[src/common/spi_defs.svh]
/*
 * Build-time sizes for the SPI subsystem.
 * Included by the packages and by any RTL file that sizes a port with them.
 */
`ifndef SPI_DEFS_SVH
`define SPI_DEFS_SVH

// Chip selects on the shared pads
`define SPI_NUM_CS 2

// clk_i cycles per half SCK period
`define SPI_CLK_HALF 2

// Data lines, only 0 and 1 carry data
`define SPI_SD_W 4

`define FLASH_ADDR_W 24
`define REG_ADDR_W 4

`endif

[src/common/spi_bus_pkg.sv]
/*
 * Types for the register and memory-read side of the SPI subsystem.
 */
`include "spi_defs.svh"

package spi_bus_pkg;

  // Byte offsets of the host controller registers
  typedef enum logic [`REG_ADDR_W-1:0] {
    REG_CTRL   = 4'h0,
    REG_TXDATA = 4'h4,
    REG_RXDATA = 4'h8,
    REG_STATUS = 4'hC
  } host_reg_e;

  typedef logic [31:0] reg_word_t;

  // Byte address into the serial flash
  typedef logic [`FLASH_ADDR_W-1:0] flash_addr_t;

endpackage

[src/common/spi_pad_pkg.sv]
/*
 * Types for the SPI line side: pad vectors, engine states and flash opcodes.
 */
`include "spi_defs.svh"

package spi_pad_pkg;

  // Active low chip selects
  typedef logic [`SPI_NUM_CS-1:0] csb_t;

  typedef logic [`SPI_SD_W-1:0] sd_t;

  typedef enum logic [2:0] {
    FL_IDLE,
    FL_CMD,
    FL_ADDR,
    FL_DATA,
    FL_DONE
  } flash_state_e;

  typedef enum logic [1:0] {
    HS_IDLE,
    HS_SHIFT,
    HS_FINISH
  } host_state_e;

  typedef enum logic [7:0] {
    FLASH_READ = 8'h03
  } flash_opcode_e;

endpackage

[src/common/spi_pad_if.sv]
/*
 * Pad signals of one SPI engine. The engine drives the outputs and enables,
 * the pad mux returns the gated incoming data lines.
 */
`timescale 1ns/1ps

interface spi_pad_if;
  import spi_pad_pkg::*;

  logic sck;
  logic sck_en;
  csb_t csb;
  csb_t csb_en;
  sd_t  sd_out;
  sd_t  sd_en;
  sd_t  sd_in;

  modport engine (
    output sck, sck_en, csb, csb_en, sd_out, sd_en,
    input  sd_in
  );

  modport mux (
    input  sck, sck_en, csb, csb_en, sd_out, sd_en,
    output sd_in
  );

endinterface

[src/hw/flash_reader/flash_reader.sv]
/*
 * Serial flash read engine. A read pulse sends READ plus a 24-bit address on
 * chip select 0 and returns the next four bytes as one word, lowest address in bits 7:0.
 */
`timescale 1ns/1ps
`include "spi_defs.svh"

module flash_reader (
  input  logic                     clk_i,
  input  logic                     arst_n_i,
  input  logic                     rd_req_i,
  input  spi_bus_pkg::flash_addr_t rd_addr_i,
  output logic                     rd_busy_o,
  output logic                     rd_valid_o,
  output spi_bus_pkg::reg_word_t   rd_data_o,
  spi_pad_if.engine                pads
);
  import spi_pad_pkg::*;

  localparam int unsigned DIV_W = $clog2(`SPI_CLK_HALF + 1);
  localparam logic [DIV_W-1:0] DIV_LAST = DIV_W'(`SPI_CLK_HALF - 1);

  // Last bit index of each phase, counted on falling SCK edges
  localparam logic [5:0] CMD_LAST  = 6'd7;
  localparam logic [5:0] ADDR_LAST = 6'(7 + `FLASH_ADDR_W);
  localparam logic [5:0] DATA_LAST = 6'(7 + `FLASH_ADDR_W + 32);

  flash_state_e     state_q;
  logic [DIV_W-1:0] div_q;
  logic [5:0]       bit_cnt_q;
  logic [31:0]      shreg_q;
  logic             sck_q;
  logic             cs0_n_q;
  logic             miso_q;
  logic             shifting;
  logic             half_tick;
  logic             rise_tick;
  logic             fall_tick;
  logic             accept;
  logic             mosi;

  assign shifting  = state_q inside {FL_CMD, FL_ADDR, FL_DATA};
  assign half_tick = shifting && (div_q == DIV_LAST);
  assign rise_tick = half_tick && !sck_q;
  assign fall_tick = half_tick && sck_q;
  assign accept    = (state_q == FL_IDLE) && rd_req_i;
  assign rd_busy_o = (state_q != FL_IDLE);

  // Nothing to send once the address is out
  assign mosi = (state_q inside {FL_CMD, FL_ADDR}) ? shreg_q[31] : 1'b0;

  always_ff @(posedge clk_i or negedge arst_n_i) begin
    if (!arst_n_i) begin
      state_q    <= FL_IDLE;
      div_q      <= '0;
      bit_cnt_q  <= '0;
      sck_q      <= 1'b0;
      cs0_n_q    <= 1'b1;
      miso_q     <= 1'b0;
      rd_valid_o <= 1'b0;
    end else begin
      rd_valid_o <= 1'b0;
      case (state_q)
        FL_IDLE: begin
          if (accept) begin
            state_q   <= FL_CMD;
            cs0_n_q   <= 1'b0;
            div_q     <= '0;
            bit_cnt_q <= '0;
          end
        end
        FL_CMD, FL_ADDR, FL_DATA: begin
          div_q <= half_tick ? '0 : div_q + 1'b1;
          if (rise_tick) begin
            sck_q  <= 1'b1;
            miso_q <= pads.sd_in[1];
          end
          if (fall_tick) begin
            sck_q     <= 1'b0;
            bit_cnt_q <= bit_cnt_q + 1'b1;
            if (bit_cnt_q == CMD_LAST) begin
              state_q <= FL_ADDR;
            end else if (bit_cnt_q == ADDR_LAST) begin
              state_q <= FL_DATA;
            end else if (bit_cnt_q == DATA_LAST) begin
              state_q <= FL_DONE;
            end
          end
        end
        FL_DONE: begin
          cs0_n_q    <= 1'b1;
          rd_valid_o <= 1'b1;
          state_q    <= FL_IDLE;
        end
        default: state_q <= FL_IDLE;
      endcase
    end
  end

  // Bytes arrive first address first, MSB first
  always_ff @(posedge clk_i) begin
    if (accept) begin
      shreg_q <= {FLASH_READ, rd_addr_i};
    end else if (fall_tick) begin
      shreg_q <= {shreg_q[30:0], miso_q};
    end
    if (state_q == FL_DONE) begin
      rd_data_o <= {shreg_q[7:0], shreg_q[15:8], shreg_q[23:16], shreg_q[31:24]};
    end
  end

  assign pads.sck    = sck_q;
  assign pads.sck_en = 1'b1;
  assign pads.csb    = {{(`SPI_NUM_CS-1){1'b1}}, cs0_n_q};
  assign pads.csb_en = '1;
  assign pads.sd_out = {{(`SPI_SD_W-1){1'b0}}, mosi};
  assign pads.sd_en  = {{(`SPI_SD_W-1){1'b0}}, ~cs0_n_q};

endmodule

[src/hw/spi_host/spi_host_ctrl.sv]
/*
 * Register-programmed SPI host. CTRL picks the chip select, a TXDATA write
 * starts one full-duplex byte, RXDATA keeps the byte received, STATUS[0] is busy.
 */
`timescale 1ns/1ps
`include "spi_defs.svh"

module spi_host_ctrl (
  input  logic                   clk_i,
  input  logic                   arst_n_i,
  input  logic                   reg_valid_i,
  input  logic                   reg_write_i,
  input  logic [`REG_ADDR_W-1:0] reg_addr_i,
  input  spi_bus_pkg::reg_word_t reg_wdata_i,
  output spi_bus_pkg::reg_word_t reg_rdata_o,
  spi_pad_if.engine              pads
);
  import spi_bus_pkg::*;
  import spi_pad_pkg::*;

  localparam int unsigned CS_IDX_W = $clog2(`SPI_NUM_CS);
  localparam int unsigned DIV_W = $clog2(`SPI_CLK_HALF + 1);
  localparam logic [DIV_W-1:0] DIV_LAST = DIV_W'(`SPI_CLK_HALF - 1);

  host_state_e         state_q;
  logic [DIV_W-1:0]    div_q;
  logic [2:0]          bit_cnt_q;
  logic [7:0]          shreg_q;
  logic [CS_IDX_W-1:0] ctrl_cs_q;
  logic [7:0]          txdata_q;
  logic [7:0]          rxdata_q;
  csb_t                csb_q;
  logic                sck_q;
  logic                miso_q;
  logic                busy;
  logic                wr_en;
  logic                rd_en;
  logic                start;
  logic                half_tick;
  logic                rise_tick;
  logic                fall_tick;

  assign busy  = (state_q != HS_IDLE);
  assign wr_en = reg_valid_i && reg_write_i;
  assign rd_en = reg_valid_i && !reg_write_i;

  // TXDATA writes during a transfer are dropped
  assign start = wr_en && (reg_addr_i == REG_TXDATA) && !busy;

  assign half_tick = (state_q == HS_SHIFT) && (div_q == DIV_LAST);
  assign rise_tick = half_tick && !sck_q;
  assign fall_tick = half_tick && sck_q;

  always_ff @(posedge clk_i or negedge arst_n_i) begin
    if (!arst_n_i) begin
      ctrl_cs_q <= '0;
      txdata_q  <= '0;
    end else if (wr_en) begin
      if (reg_addr_i == REG_CTRL) begin
        ctrl_cs_q <= reg_wdata_i[CS_IDX_W-1:0];
      end
      if (start) begin
        txdata_q <= reg_wdata_i[7:0];
      end
    end
  end

  always_ff @(posedge clk_i or negedge arst_n_i) begin
    if (!arst_n_i) begin
      reg_rdata_o <= '0;
    end else if (rd_en) begin
      case (reg_addr_i)
        REG_CTRL:   reg_rdata_o <= reg_word_t'(ctrl_cs_q);
        REG_TXDATA: reg_rdata_o <= reg_word_t'(txdata_q);
        REG_RXDATA: reg_rdata_o <= reg_word_t'(rxdata_q);
        REG_STATUS: reg_rdata_o <= reg_word_t'(busy);
        default:    reg_rdata_o <= '0;
      endcase
    end
  end

  always_ff @(posedge clk_i or negedge arst_n_i) begin
    if (!arst_n_i) begin
      state_q   <= HS_IDLE;
      div_q     <= '0;
      bit_cnt_q <= '0;
      csb_q     <= '1;
      sck_q     <= 1'b0;
      miso_q    <= 1'b0;
      rxdata_q  <= '0;
    end else begin
      case (state_q)
        HS_IDLE: begin
          if (start) begin
            state_q   <= HS_SHIFT;
            div_q     <= '0;
            bit_cnt_q <= '0;
            csb_q     <= ~(csb_t'(1) << ctrl_cs_q);
          end
        end
        HS_SHIFT: begin
          div_q <= half_tick ? '0 : div_q + 1'b1;
          if (rise_tick) begin
            sck_q  <= 1'b1;
            miso_q <= pads.sd_in[1];
          end
          if (fall_tick) begin
            sck_q     <= 1'b0;
            bit_cnt_q <= bit_cnt_q + 1'b1;
            if (bit_cnt_q == 3'd7) begin
              state_q <= HS_FINISH;
            end
          end
        end
        HS_FINISH: begin
          // RXDATA lands together with busy going low
          rxdata_q <= shreg_q;
          csb_q    <= '1;
          state_q  <= HS_IDLE;
        end
        default: state_q <= HS_IDLE;
      endcase
    end
  end

  // Same register shifts the TX byte out and the RX byte in
  always_ff @(posedge clk_i) begin
    if (start) begin
      shreg_q <= reg_wdata_i[7:0];
    end else if (fall_tick) begin
      shreg_q <= {shreg_q[6:0], miso_q};
    end
  end

  assign pads.sck    = sck_q;
  assign pads.sck_en = 1'b1;
  assign pads.csb    = csb_q;
  assign pads.csb_en = '1;
  assign pads.sd_out = {{(`SPI_SD_W-1){1'b0}}, (state_q == HS_SHIFT) && shreg_q[7]};
  assign pads.sd_en  = {{(`SPI_SD_W-1){1'b0}}, ~&csb_q};

endmodule

[src/hw/spi_pad_mux.sv]
/*
 * Hands the shared SPI pads to one engine. Outputs are registered,
 * incoming data reaches only the selected engine.
 */
`timescale 1ns/1ps

module spi_pad_mux (
  input  logic              clk_i,
  input  logic              arst_n_i,
  input  logic              use_flash_i,
  spi_pad_if.mux            flash_pads,
  spi_pad_if.mux            host_pads,
  output logic              spi_sck_o,
  output logic              spi_sck_en_o,
  output spi_pad_pkg::csb_t spi_csb_o,
  output spi_pad_pkg::csb_t spi_csb_en_o,
  output spi_pad_pkg::sd_t  spi_sd_o,
  output spi_pad_pkg::sd_t  spi_sd_en_o,
  input  spi_pad_pkg::sd_t  spi_sd_i
);
  import spi_pad_pkg::*;

  logic sel_sck;
  logic sel_sck_en;
  csb_t sel_csb;
  csb_t sel_csb_en;
  sd_t  sel_sd;
  sd_t  sel_sd_en;

  always_comb begin
    if (use_flash_i) begin
      sel_sck    = flash_pads.sck;
      sel_sck_en = flash_pads.sck_en;
      sel_csb    = flash_pads.csb;
      sel_csb_en = flash_pads.csb_en;
      sel_sd     = flash_pads.sd_out;
      sel_sd_en  = flash_pads.sd_en;
    end else begin
      sel_sck    = host_pads.sck;
      sel_sck_en = host_pads.sck_en;
      sel_csb    = host_pads.csb;
      sel_csb_en = host_pads.csb_en;
      sel_sd     = host_pads.sd_out;
      sel_sd_en  = host_pads.sd_en;
    end
  end

  // Idle pads out of reset: no chip select, SCK low, lines released
  always_ff @(posedge clk_i or negedge arst_n_i) begin
    if (!arst_n_i) begin
      spi_sck_o    <= 1'b0;
      spi_sck_en_o <= 1'b1;
      spi_csb_o    <= '1;
      spi_csb_en_o <= '1;
      spi_sd_o     <= '0;
      spi_sd_en_o  <= '0;
    end else begin
      spi_sck_o    <= sel_sck;
      spi_sck_en_o <= sel_sck_en;
      spi_csb_o    <= sel_csb;
      spi_csb_en_o <= sel_csb_en;
      spi_sd_o     <= sel_sd;
      spi_sd_en_o  <= sel_sd_en;
    end
  end

  assign flash_pads.sd_in = use_flash_i ? spi_sd_i : '0;
  assign host_pads.sd_in  = use_flash_i ? '0 : spi_sd_i;

endmodule

[src/hw/spi_subsystem.sv]
/*
 * SPI subsystem top. The flash reader and the host controller share one
 * set of SPI pads, use_flash_i picks the owner.
 */
`timescale 1ns/1ps
`include "spi_defs.svh"

module spi_subsystem (
  input  logic                     clk_i,
  input  logic                     arst_n_i,
  input  logic                     use_flash_i,

  // Memory-mapped flash read
  input  logic                     rd_req_i,
  input  spi_bus_pkg::flash_addr_t rd_addr_i,
  output logic                     rd_busy_o,
  output logic                     rd_valid_o,
  output spi_bus_pkg::reg_word_t   rd_data_o,

  // Host controller registers
  input  logic                     reg_valid_i,
  input  logic                     reg_write_i,
  input  logic [`REG_ADDR_W-1:0]   reg_addr_i,
  input  spi_bus_pkg::reg_word_t   reg_wdata_i,
  output spi_bus_pkg::reg_word_t   reg_rdata_o,

  // SPI pads
  output logic                     spi_sck_o,
  output logic                     spi_sck_en_o,
  output spi_pad_pkg::csb_t        spi_csb_o,
  output spi_pad_pkg::csb_t        spi_csb_en_o,
  output spi_pad_pkg::sd_t         spi_sd_o,
  output spi_pad_pkg::sd_t         spi_sd_en_o,
  input  spi_pad_pkg::sd_t         spi_sd_i
);

  spi_pad_if flash_pads ();
  spi_pad_if host_pads ();

  flash_reader flash_reader_inst (
    .clk_i      (clk_i),
    .arst_n_i   (arst_n_i),
    .rd_req_i   (rd_req_i),
    .rd_addr_i  (rd_addr_i),
    .rd_busy_o  (rd_busy_o),
    .rd_valid_o (rd_valid_o),
    .rd_data_o  (rd_data_o),
    .pads       (flash_pads.engine)
  );

  spi_host_ctrl spi_host_ctrl_inst (
    .clk_i       (clk_i),
    .arst_n_i    (arst_n_i),
    .reg_valid_i (reg_valid_i),
    .reg_write_i (reg_write_i),
    .reg_addr_i  (reg_addr_i),
    .reg_wdata_i (reg_wdata_i),
    .reg_rdata_o (reg_rdata_o),
    .pads        (host_pads.engine)
  );

  spi_pad_mux spi_pad_mux_inst (
    .clk_i        (clk_i),
    .arst_n_i     (arst_n_i),
    .use_flash_i  (use_flash_i),
    .flash_pads   (flash_pads.mux),
    .host_pads    (host_pads.mux),
    .spi_sck_o    (spi_sck_o),
    .spi_sck_en_o (spi_sck_en_o),
    .spi_csb_o    (spi_csb_o),
    .spi_csb_en_o (spi_csb_en_o),
    .spi_sd_o     (spi_sd_o),
    .spi_sd_en_o  (spi_sd_en_o),
    .spi_sd_i     (spi_sd_i)
  );

endmodule

[config.mk]
export PLATFORM = sky130hd
export DESIGN_NAME = spi_subsystem
export DESIGN_NICKNAME = d
export VERILOG_FILES = /design/src/common/spi_bus_pkg.sv /design/src/common/spi_pad_pkg.sv /design/src/common/spi_pad_if.sv /design/src/hw/flash_reader/flash_reader.sv /design/src/hw/spi_host/spi_host_ctrl.sv /design/src/hw/spi_pad_mux.sv /design/src/hw/spi_subsystem.sv
export VERILOG_INCLUDE_DIRS = /design/src /design/src/common
export SDC_FILE = /design/constraint.sdc
export NUM_CORES = 1
export LEC_CHECK = 0
export BUFFER_PORTS_ARGS = -buffer_cell sky130_fd_sc_hd__buf_2
export CORE_MARGIN = 3
export CORE_UTILIZATION = 40
export CTS_BUF_LIST = sky130_fd_sc_hd__clkbuf_8
export CTS_CLUSTER_SIZE = 40
export DETAILED_ROUTE_END_ITERATION = 8
export MAX_ROUTING_LAYER = met4
export PLACE_DENSITY_LB_ADDON = 0.05
export SYNTH_ARGS = -nofsm -noshare
export SYNTH_HDL_FRONTEND = slang
export SYNTH_HIERARCHICAL = 1
export SYNTH_SLANG_ARGS = --single-unit
[constraint.sdc]
create_clock -name clk_i -period 7.5 [get_ports clk_i]
set_clock_uncertainty 0.15 [all_clocks]
set_input_delay 0.75 -clock clk_i [delete_from_list [all_inputs] [get_ports clk_i]]
set_output_delay 0.75 -clock clk_i [all_outputs]
set_load 0.02 [all_outputs]
== After elaboration in Yosys (flattened, before gate mapping) ==
Index checks and enable logic that the tools add are counted.

* Add/subtract/negate cells: 4
* $mul: 0
* Div/mod/pow operators: 0
* Magnitude comparators: 0
* Eq/ne operators: 21
* Shifts and indexed selects: 1
* Muxes and demuxes: 43
* Bitwise logic cells: 2
* Reductions and logical operators: 48

{| class="wikitable"
|+ Operators by type and width
! kind !! count
|-
| $mux W24 || 2
|-
| $pmux W8 S4 || 1
|-
| $mux W2 || 11
|-
| $reduce_and A2 Y1 || 11
|-
| $mux W3 || 7
|-
| $reduce_bool A2 Y1 || 10
|-
| $mux W8 || 2
|-
| $pmux W2 S2 || 4
|-
| $logic_and A1 B1 Y1 || 12
|-
| $mux W6 || 2
|-
| $pmux W3 S2 || 2
|-
| $pmux W6 S2 || 1
|-
| $reduce_and A3 Y1 || 4
|-
| $mux W1 || 10
|-
| $ne A2 B1 Y1 const B || 5
|-
| $eq A4 B4 Y1 const B || 2
|-
| $add A6 B1 Y6 const B || 1
|-
| $eq A2 B1 Y1 const B || 3
|-
| $eq A3 B2 Y1 const B || 2
|-
| $eq A3 B3 Y1 const B || 2
|-
| $eq A6 B3 Y1 const B || 1
|-
| $eq A6 B5 Y1 const B || 1
|-
| $eq A6 B6 Y1 const B || 1
|-
| $reduce_bool A3 Y1 || 2
|-
| 15 further kinds || 20
|}

* Bits in registers: 152
* Latch bits: 0
* Bits in writable memories: 0
* Bits in read-only memories: 0
* Input bits: 70
* Output and inout port bits: 80
* Word-level logic and storage cells: 144
* Memories: 0

== Longest topological paths before layout ==
Gate-level depths: netlist (run 1).

* Depth after elaboration: 6
* Depth in mapped cells: 6
* Gate-level depth less buffers: 4

== Cells and area by module ==
Netlist (run 1), hierarchy kept.

{| class="wikitable"
|+ By module, submodules not included
! module !! times used !! cells each !! area each (um2) !! seq. area each (um2)
|-
| flash_reader || 1 || 210 || 3,183.1 || 2,218.4
|-
| spi_host_ctrl || 1 || 178 || 2,207.1 || 1,143.6
|-
| spi_pad_mux || 1 || 38 || 590.6 || 356.6
|}

== Worst setup path before layout (run 1) ==
No wires, ideal clock.

* Path kind: in2reg
* Start: input rd_req_i
* End: register flash_reader_inst.shreg_q[0], enable pin
* Library setup time: 0.417 ns
* Arrival: 2.244 ns
* Data required time: 6.933 ns
* Path slack: 4.689 ns
* Stages: 3
* Buffers on the path: 1
* Cells stage by stage: or4b_4 > buf_6 > o21ai_1

* Longest elaborated chain between the ends: 2

{| class="wikitable"
|+ Ends and longest elaborated chain
! element !! RTL line !! source
|-
| start, declared || spi_subsystem.sv:14 || <nowiki>input logic rd_req_i,</nowiki>
|-
| $logic_and A1 B1 Y1 || flash_reader.sv:46 || <nowiki>assign accept = (state_q == FL_IDLE) && rd_req_i;</nowiki>
|-
| $reduce_bool A2 Y1 (no line) || - ||
|-
| end signal, assigned || flash_reader.sv:103 || <nowiki>shreg_q <= {FLASH_READ, rd_addr_i};</nowiki>
|-
| end signal, assigned || flash_reader.sv:105 || <nowiki>shreg_q <= {shreg_q[30:0], miso_q};</nowiki>
|-
| end, declared || flash_reader.sv:31 || <nowiki>logic [31:0] shreg_q;</nowiki>
|}

Every way passes these cells.
A chain may end at the register's enable or synchronous reset.

== Final worst setup path (run 1) ==
* Start: register flash_reader_inst.state_q[2]
* End: output rd_busy_o

* Longest elaborated chain between the ends: 1

{| class="wikitable"
|+ Ends and longest elaborated chain
! element !! RTL line !! source
|-
| start, declared || flash_reader.sv:28 || <nowiki>flash_state_e state_q;</nowiki>
|-
| start signal, assigned || flash_reader.sv:54 || <nowiki>state_q <= FL_IDLE;</nowiki>
|-
| start signal, assigned || flash_reader.sv:66 || <nowiki>state_q <= FL_CMD;</nowiki>
|-
| start signal, assigned || flash_reader.sv:82 || <nowiki>state_q <= FL_ADDR;</nowiki>
|-
| $reduce_bool A3 Y1 || flash_reader.sv:47 || <nowiki>assign rd_busy_o = (state_q != FL_IDLE);</nowiki>
|-
| end, declared || spi_subsystem.sv:16 || <nowiki>output logic rd_busy_o,</nowiki>
|}

Every way passes these cells.

==> flow_metrics.tcl, run 1 <==
set metrics [dict create \
    power.density_nw_per_um2 324 \
    utilization_pct 47.7 \
    drv_slew 0 \
    hold_slack_ns 0.292 \
    fmax_mhz 422 \
    cts_buffers 17 \
    cts.sinks 137 \
    vias 3406 \
    ys_warn_count 6 \
    grt_use_total_pct 14.2 \
    min_period_ns 2.37 \
    clk_path_buf_depth 2 \
    die_h_um 128 \
    endpoint_kind "output pin" \
    grt_pass1_wl_um 17200 \
    min_path_type "reg2reg" \
    slew_headroom_pct 21.9 \
    die_x_um 128 \
    irDropWorstVdd_mv 0.120 \
    leakagePower_nw 2.96 \
    rsz0062_at_grt "false" \
    slowest_stage "dfrtp_1" \
    clkSlewWorstSetupHoldPaths_ns 0.08 \
    synth_area_um2 5940 \
    dr.first_iter.drc_count 178 \
    crit_arrival_ns 1.47 \
    rows 43 \
    synthToLayoutAreaGrowth_pct 14.1 \
    crit_required_ns 6.60 \
    path_class "reg2out" \
    crit_family "flip-flops" \
    min_period_over_period_pct 31.6 \
    finalNetCount 590 \
    layout-drive-gt1-share_pct 40.0 \
    syn-mean-instance-area_um2 14.2 \
    gp_congestion 0.747 \
    setup_viol 0 \
    grt_pass1_vias 3308 \
    root_buffer "clkbuf_8" \
    p_clk_share_pct 27.4 \
    drc 0 \
    hpwl_um 7220 \
    postRouteAntennaNets 0 \
    max_stage_delay_ns 0.46 \
    total_power_w 0.00219 \
    firstDrtPassIters 4 \
    syn_inst 420 \
    avgViaCountPerCell 4.80 \
    post_cts_buffers 0 \
    io_buffers 98 \
    start_kind "flop" \
    core_um2 14200 \
    overflow 0 \
    power_frac_comb_pct 20.7 \
    postCtsHoldBufs 0 \
    switching_share_pct 28.6 \
    p_sw_w 0.000628 \
    start_util_pct 41.8 \
    status "completed" \
    diodes 0 \
    wl_per_cell_um 15.6 \
    p_seq_share_pct 51.8 \
    finalWirelength_um 11100 \
    power.internal_w 0.00157 \
    htree_levels 4 \
    crit_buf_inv 1 \
    cts_tree "done" \
    drv_cap 0 \
    ioPinCount 150 \
    tns_ns 0 \
    clkLatencyLatePin_ns 0.44 \
    cts_resized 0 \
    worst_slew_pin_slew_ns 1.17 \
    grt_max_degree 66 \
    cp_max_fo 9 \
    finalHoldViolCount 0 \
    fillers 1309 \
    dieArea_um2 16400 \
    path_cells "or3_1, buf_2" \
    antenna_found_initial 0 \
]
[worst reg2reg max path, delay by kind of cell (launching register included)]
kind | cells | cell delay (ns)
compound gates | 1 | 0.13
flops | 1 | 0.46
buf+inv | 1 | 0.38
simple gates | 1 | 0.80
[metrics by stage]
stage	setup slack [ns]	instances	area, um2
final	5.13	710	6780
after global routing	5.03	710	6780
after CTS	5.07	710	6780
after detailed placement	4.87	678	6390
after global placement	4.90	678	6390
after floorplan	4.69	459	6090
[state kept, by name, indices dropped and copies added (netlist names), 2 cells and up]
name,flops
flash_reader_inst/rd_data_o,32
flash_reader_inst/shreg_q,32
spi_host_ctrl_inst/reg_rdata_o,8
spi_host_ctrl_inst/rxdata_q,8
spi_host_ctrl_inst/shreg_q,8
spi_host_ctrl_inst/txdata_q,8
flash_reader_inst/bit_cnt_q,6
spi_pad_mux_inst/spi_sd_en_o,4
spi_pad_mux_inst/spi_sd_o,4
flash_reader_inst/state_q,3
spi_host_ctrl_inst/bit_cnt_q,3
flash_reader_inst/div_q,2
spi_host_ctrl_inst/div_q,2
spi_host_ctrl_inst/pads.csb,2
spi_host_ctrl_inst/state_q,2
spi_pad_mux_inst/spi_csb_en_o,2
spi_pad_mux_inst/spi_csb_o,2
[routing by layer]
layer	track usage, %	wire [um]
met5	-	0
met4	5.99	155
met3	4.13	628
met2	21.3	5100
met1	18.0	5180
[placed cells by master, fill, tap and decap left out, types with 4 or more instances in the layout]
| master | instances |
|---|---|
| dfrtp_1 | 57 |
| or3_1 | 4 |
| dfxtp_1 | 8 |
| edfxtp_1 | 64 |
| mux2_2 | 49 |
| a21oi_1 | 9 |
| a22oi_1 | 8 |
| nor2_1 | 6 |
| nand2_1 | 15 |
| dfstp_2 | 8 |
| buf_2 | 98 |
| inv_1 | 7 |
| nand2b_1 | 4 |
| o21ai_0 | 23 |
| mux2_4 | 17 |
| nor3_1 | 5 |
| clkinv_2 | 4 |
| nor2b_1 | 4 |
| conb_1 | 43 |
| nand3_1 | 15 |
| clkbuf_8 | 17 |
| clkinvlp_4 | 5 |
[final cells by class]
class                           count  area, um2  area share, %
Clock inverter                     15        159           2.34
Inverter                            7       26.3          0.388
Tap cell                          180        225           3.32
Multi-Input combinational cell    253       1900           28.1
Timing Repair Buffer              101        513           7.57
Sequential cell                   137       3720           54.9
Clock buffer                       17        234           3.45
[final timing paths]
kind,startpoint,endpoint,slack (ns),cells past startpoint
max,flash_reader_inst/state_q[2],rd_busy_o,5.13,2
min,flash_reader_inst/shreg_q[6],flash_reader_inst/rd_data_o[30],0.29,0
max reg2reg,flash_reader_inst/state_q[2],flash_reader_inst/shreg_q[6],5.23,3
min reg2reg,flash_reader_inst/shreg_q[6],flash_reader_inst/rd_data_o[30],0.29,0
max in group asynchronous,arst_n_i,flash_reader_inst/state_q[0],6.30,2
min in group asynchronous,arst_n_i,spi_host_ctrl_inst/txdata_q[3],0.35,2
[power groups by stage]
stage / Combinational (W) / Clock (W) / Sequential, W
after global placement: 0.000455 / 0 / 0.00115
after detailed placement: 0.000461 / 0 / 0.00115
final: 0.000455 / 0.000602 / 0.00114
after global routing: 0.000510 / 0.000657 / 0.00116
after CTS: 0.000465 / 0.000627 / 0.00114
after floorplan: 0.000361 / 0 / 0.00114
(Power assumes the default switching activity.)
==> run 2, diff against run 1 <==
- clock period: 7.5 -> 2.25 ns (I/O delays scaled with it)
==> flow_metrics.tcl, run 2 (synthesized netlist as in run 1, its figures left out) <==
set metrics [dict create \
    hold-path-endpoint "flash_reader_inst/shreg_q[31]" \
    final_cell_mix "buf_2, edfxtp_1, dfrtp_1, mux2_2, conb_1" \
    stdcell_count 753 \
    r2r-start "flash_reader_inst/state_q[0]" \
    worst_slew_pin_slew_ns 0.557 \
    numPlacedInstances 683 \
    final_common_cell "buf_2" \
    min_path_type "in2reg" \
    leakagePower_nw 3.21 \
    grt_use_total_pct 14.3 \
    crit_buf_inv 3 \
    crit_required_ns 2.19 \
    path_class "in2reg" \
    hpwl_um 7460 \
    crit_family "buffers and inverters" \
    finalNetCount 633 \
    slowest_stage "dlygate4sd3_1" \
    path_cells "dlygate4sd3_1, buf_2, nor4b_4, a22oi_1, inv_1" \
    avgViaCountPerCell 4.71 \
    total_power_w 0.00761 \
    clkLatencyLatePin_ns 0.43 \
    crit_arrival_ns 1.94 \
    largestRegisters "flash_reader_inst/rd_data_o x32, flash_reader_inst/shreg_q x32" \
    switching_share_pct 27.2 \
    die_x_um 128 \
    layout-drive-gt1-share_pct 37.3 \
    root_buffer "clkbuf_8" \
    irDropWorstVdd_mv 0.547 \
    drv_cap 0 \
    p_seq_share_pct 49.9 \
    max_stage_delay_ns 0.53 \
    cts_resized 0 \
    busiest_layer "met2" \
    vias 3547 \
    min_period_ns 2.00 \
    grt_max_degree 47 \
    power.density_nw_per_um2 1040 \
    use_met3_pct 4.29 \
    dr.first_iter.drc_count 191 \
    clkSlewWorstSetupHoldPaths_ns 0.08 \
    die_h_um 128 \
    status "completed" \
    min_period_over_period_pct 88.8 \
    io_buffers 98 \
    power.internal_w 0.00553 \
    tns_ns 0 \
    grt_pass1_vias 3429 \
    cts.sinks 137 \
    cts_tree "done" \
    finalHoldViolCount 0 \
    setup_viol 0 \
    start_util_pct 41.8 \
    finalWirelength_um 11000 \
    r2r_setup_slack_ns 0.27 \
    postCtsHoldBufs 38 \
    htree_levels 4 \
    clk_path_buf_depth 2 \
    grt_use_met2_pct 21.1 \
    globalRouteMet1Util_pct 18.7 \
    synthToLayoutAreaGrowth_pct 22.5 \
    hold_depth 4 \
    core_um2 14200 \
    rsz0062_at_grt "false" \
    diodes 0 \
    fmax_mhz 501 \
    ioPinCount 150 \
    worstHoldStart "rd_req_i" \
    p_sw_w 0.00207 \
    wl_per_cell_um 14.6 \
    dieArea_um2 16400 \
    drc 0 \
    p_clk_share_pct 28.6 \
    power_frac_comb_pct 21.5 \
    gp_congestion 0.785 \
    slew_headroom_pct 62.8 \
    post_cts_buffers 0 \
    overflow 0 \
    cp_max_fo 8 \
    rows 43 \
    start_kind "input port" \
    worst_r2r_path_depth 3 \
    cts_buffers 17 \
    drv_slew 0 \
    endpoint_kind "flop" \
    antenna_found_initial 0 \
    firstDrtPassIters 5 \
    rr_endpoint "flash_reader_inst/shreg_q[17]" \
    grt_pass1_wl_um 17600 \
    postRouteAntennaNets 0 \
]
[run 2: changes by cell type in the layout (fill, tap and decap cells not counted), sizes merged]
cell and change:
bufinv +2, clkinv -3, buf +5, inv +5
dlygate4sd3 +38, clkinvlp -4
[run 2: power groups by stage]
stage,clock network (W),logic (W),registers [W]
after global placement,0,0.00158,0.00382
after floorplan,0,0.00121,0.00378
after detailed placement,0,0.00160,0.00385
after CTS,0.00226,0.00166,0.00380
final,0.00217,0.00164,0.00379
after global routing,0.00237,0.00182,0.00388
[run 2: worst max-delay path by stage]
stage / cells past startpoint / from / end / slack (ns)
2_1_floorplan: 4 / flash_reader_inst/state_q[0] / flash_reader_inst/shreg_q[0] / 0.18
3_3_place_gp: 4 / reg_addr_i[3] / spi_host_ctrl_inst/shreg_q[5] / 0.27
3_5_place_dp: 4 / reg_addr_i[3] / spi_host_ctrl_inst/shreg_q[5] / 0.29
4_1_cts: 5 / reg_addr_i[1] / spi_host_ctrl_inst/shreg_q[5] / 0.26
5_1_grt: 5 / reg_addr_i[1] / spi_host_ctrl_inst/shreg_q[2] / 0.16
6_report: 5 / reg_addr_i[1] / spi_host_ctrl_inst/shreg_q[5] / 0.25
[run 2: worst register-to-register path, cell delays in order, from the launching register on]
cell and delay, ns:
dfrtp_1 0.46, or4b_4 0.60, buf_12 0.20, mux2_4 0.32
[run 2: cell type report]
class | count | area (um2)
fillers | 1275 | 6920
flip-flops and latches | 137 | 3720
multi-input cells | 253 | 1900
repair buffers | 144 | 981
clock buffers | 17 | 234
well taps | 180 | 225
clock inverters | 15 | 195
inverters | 7 | 26.3
[run 2: routing by layer]
metal / up-vias / part of all wire, %
met5: - / 0
met4: 0 / 0.99
met3: 8 / 5.1
met2: 86 / 46
met1: 1728 / 48
li1: 1725 / -
[run 2: per-stage QoR]
step,area [um2],util [%],hold WS [ns],worst slack (ns)
after floorplan,6090,-,-0.221,0.180
after global placement,6470,45.6,0.0713,0.271
after global routing,7280,51.3,0.0298,0.158
after detailed placement,6470,45.6,0.0759,0.288
after CTS,7280,51.3,0.00163,0.263
final,7280,51.3,0.0420,0.252
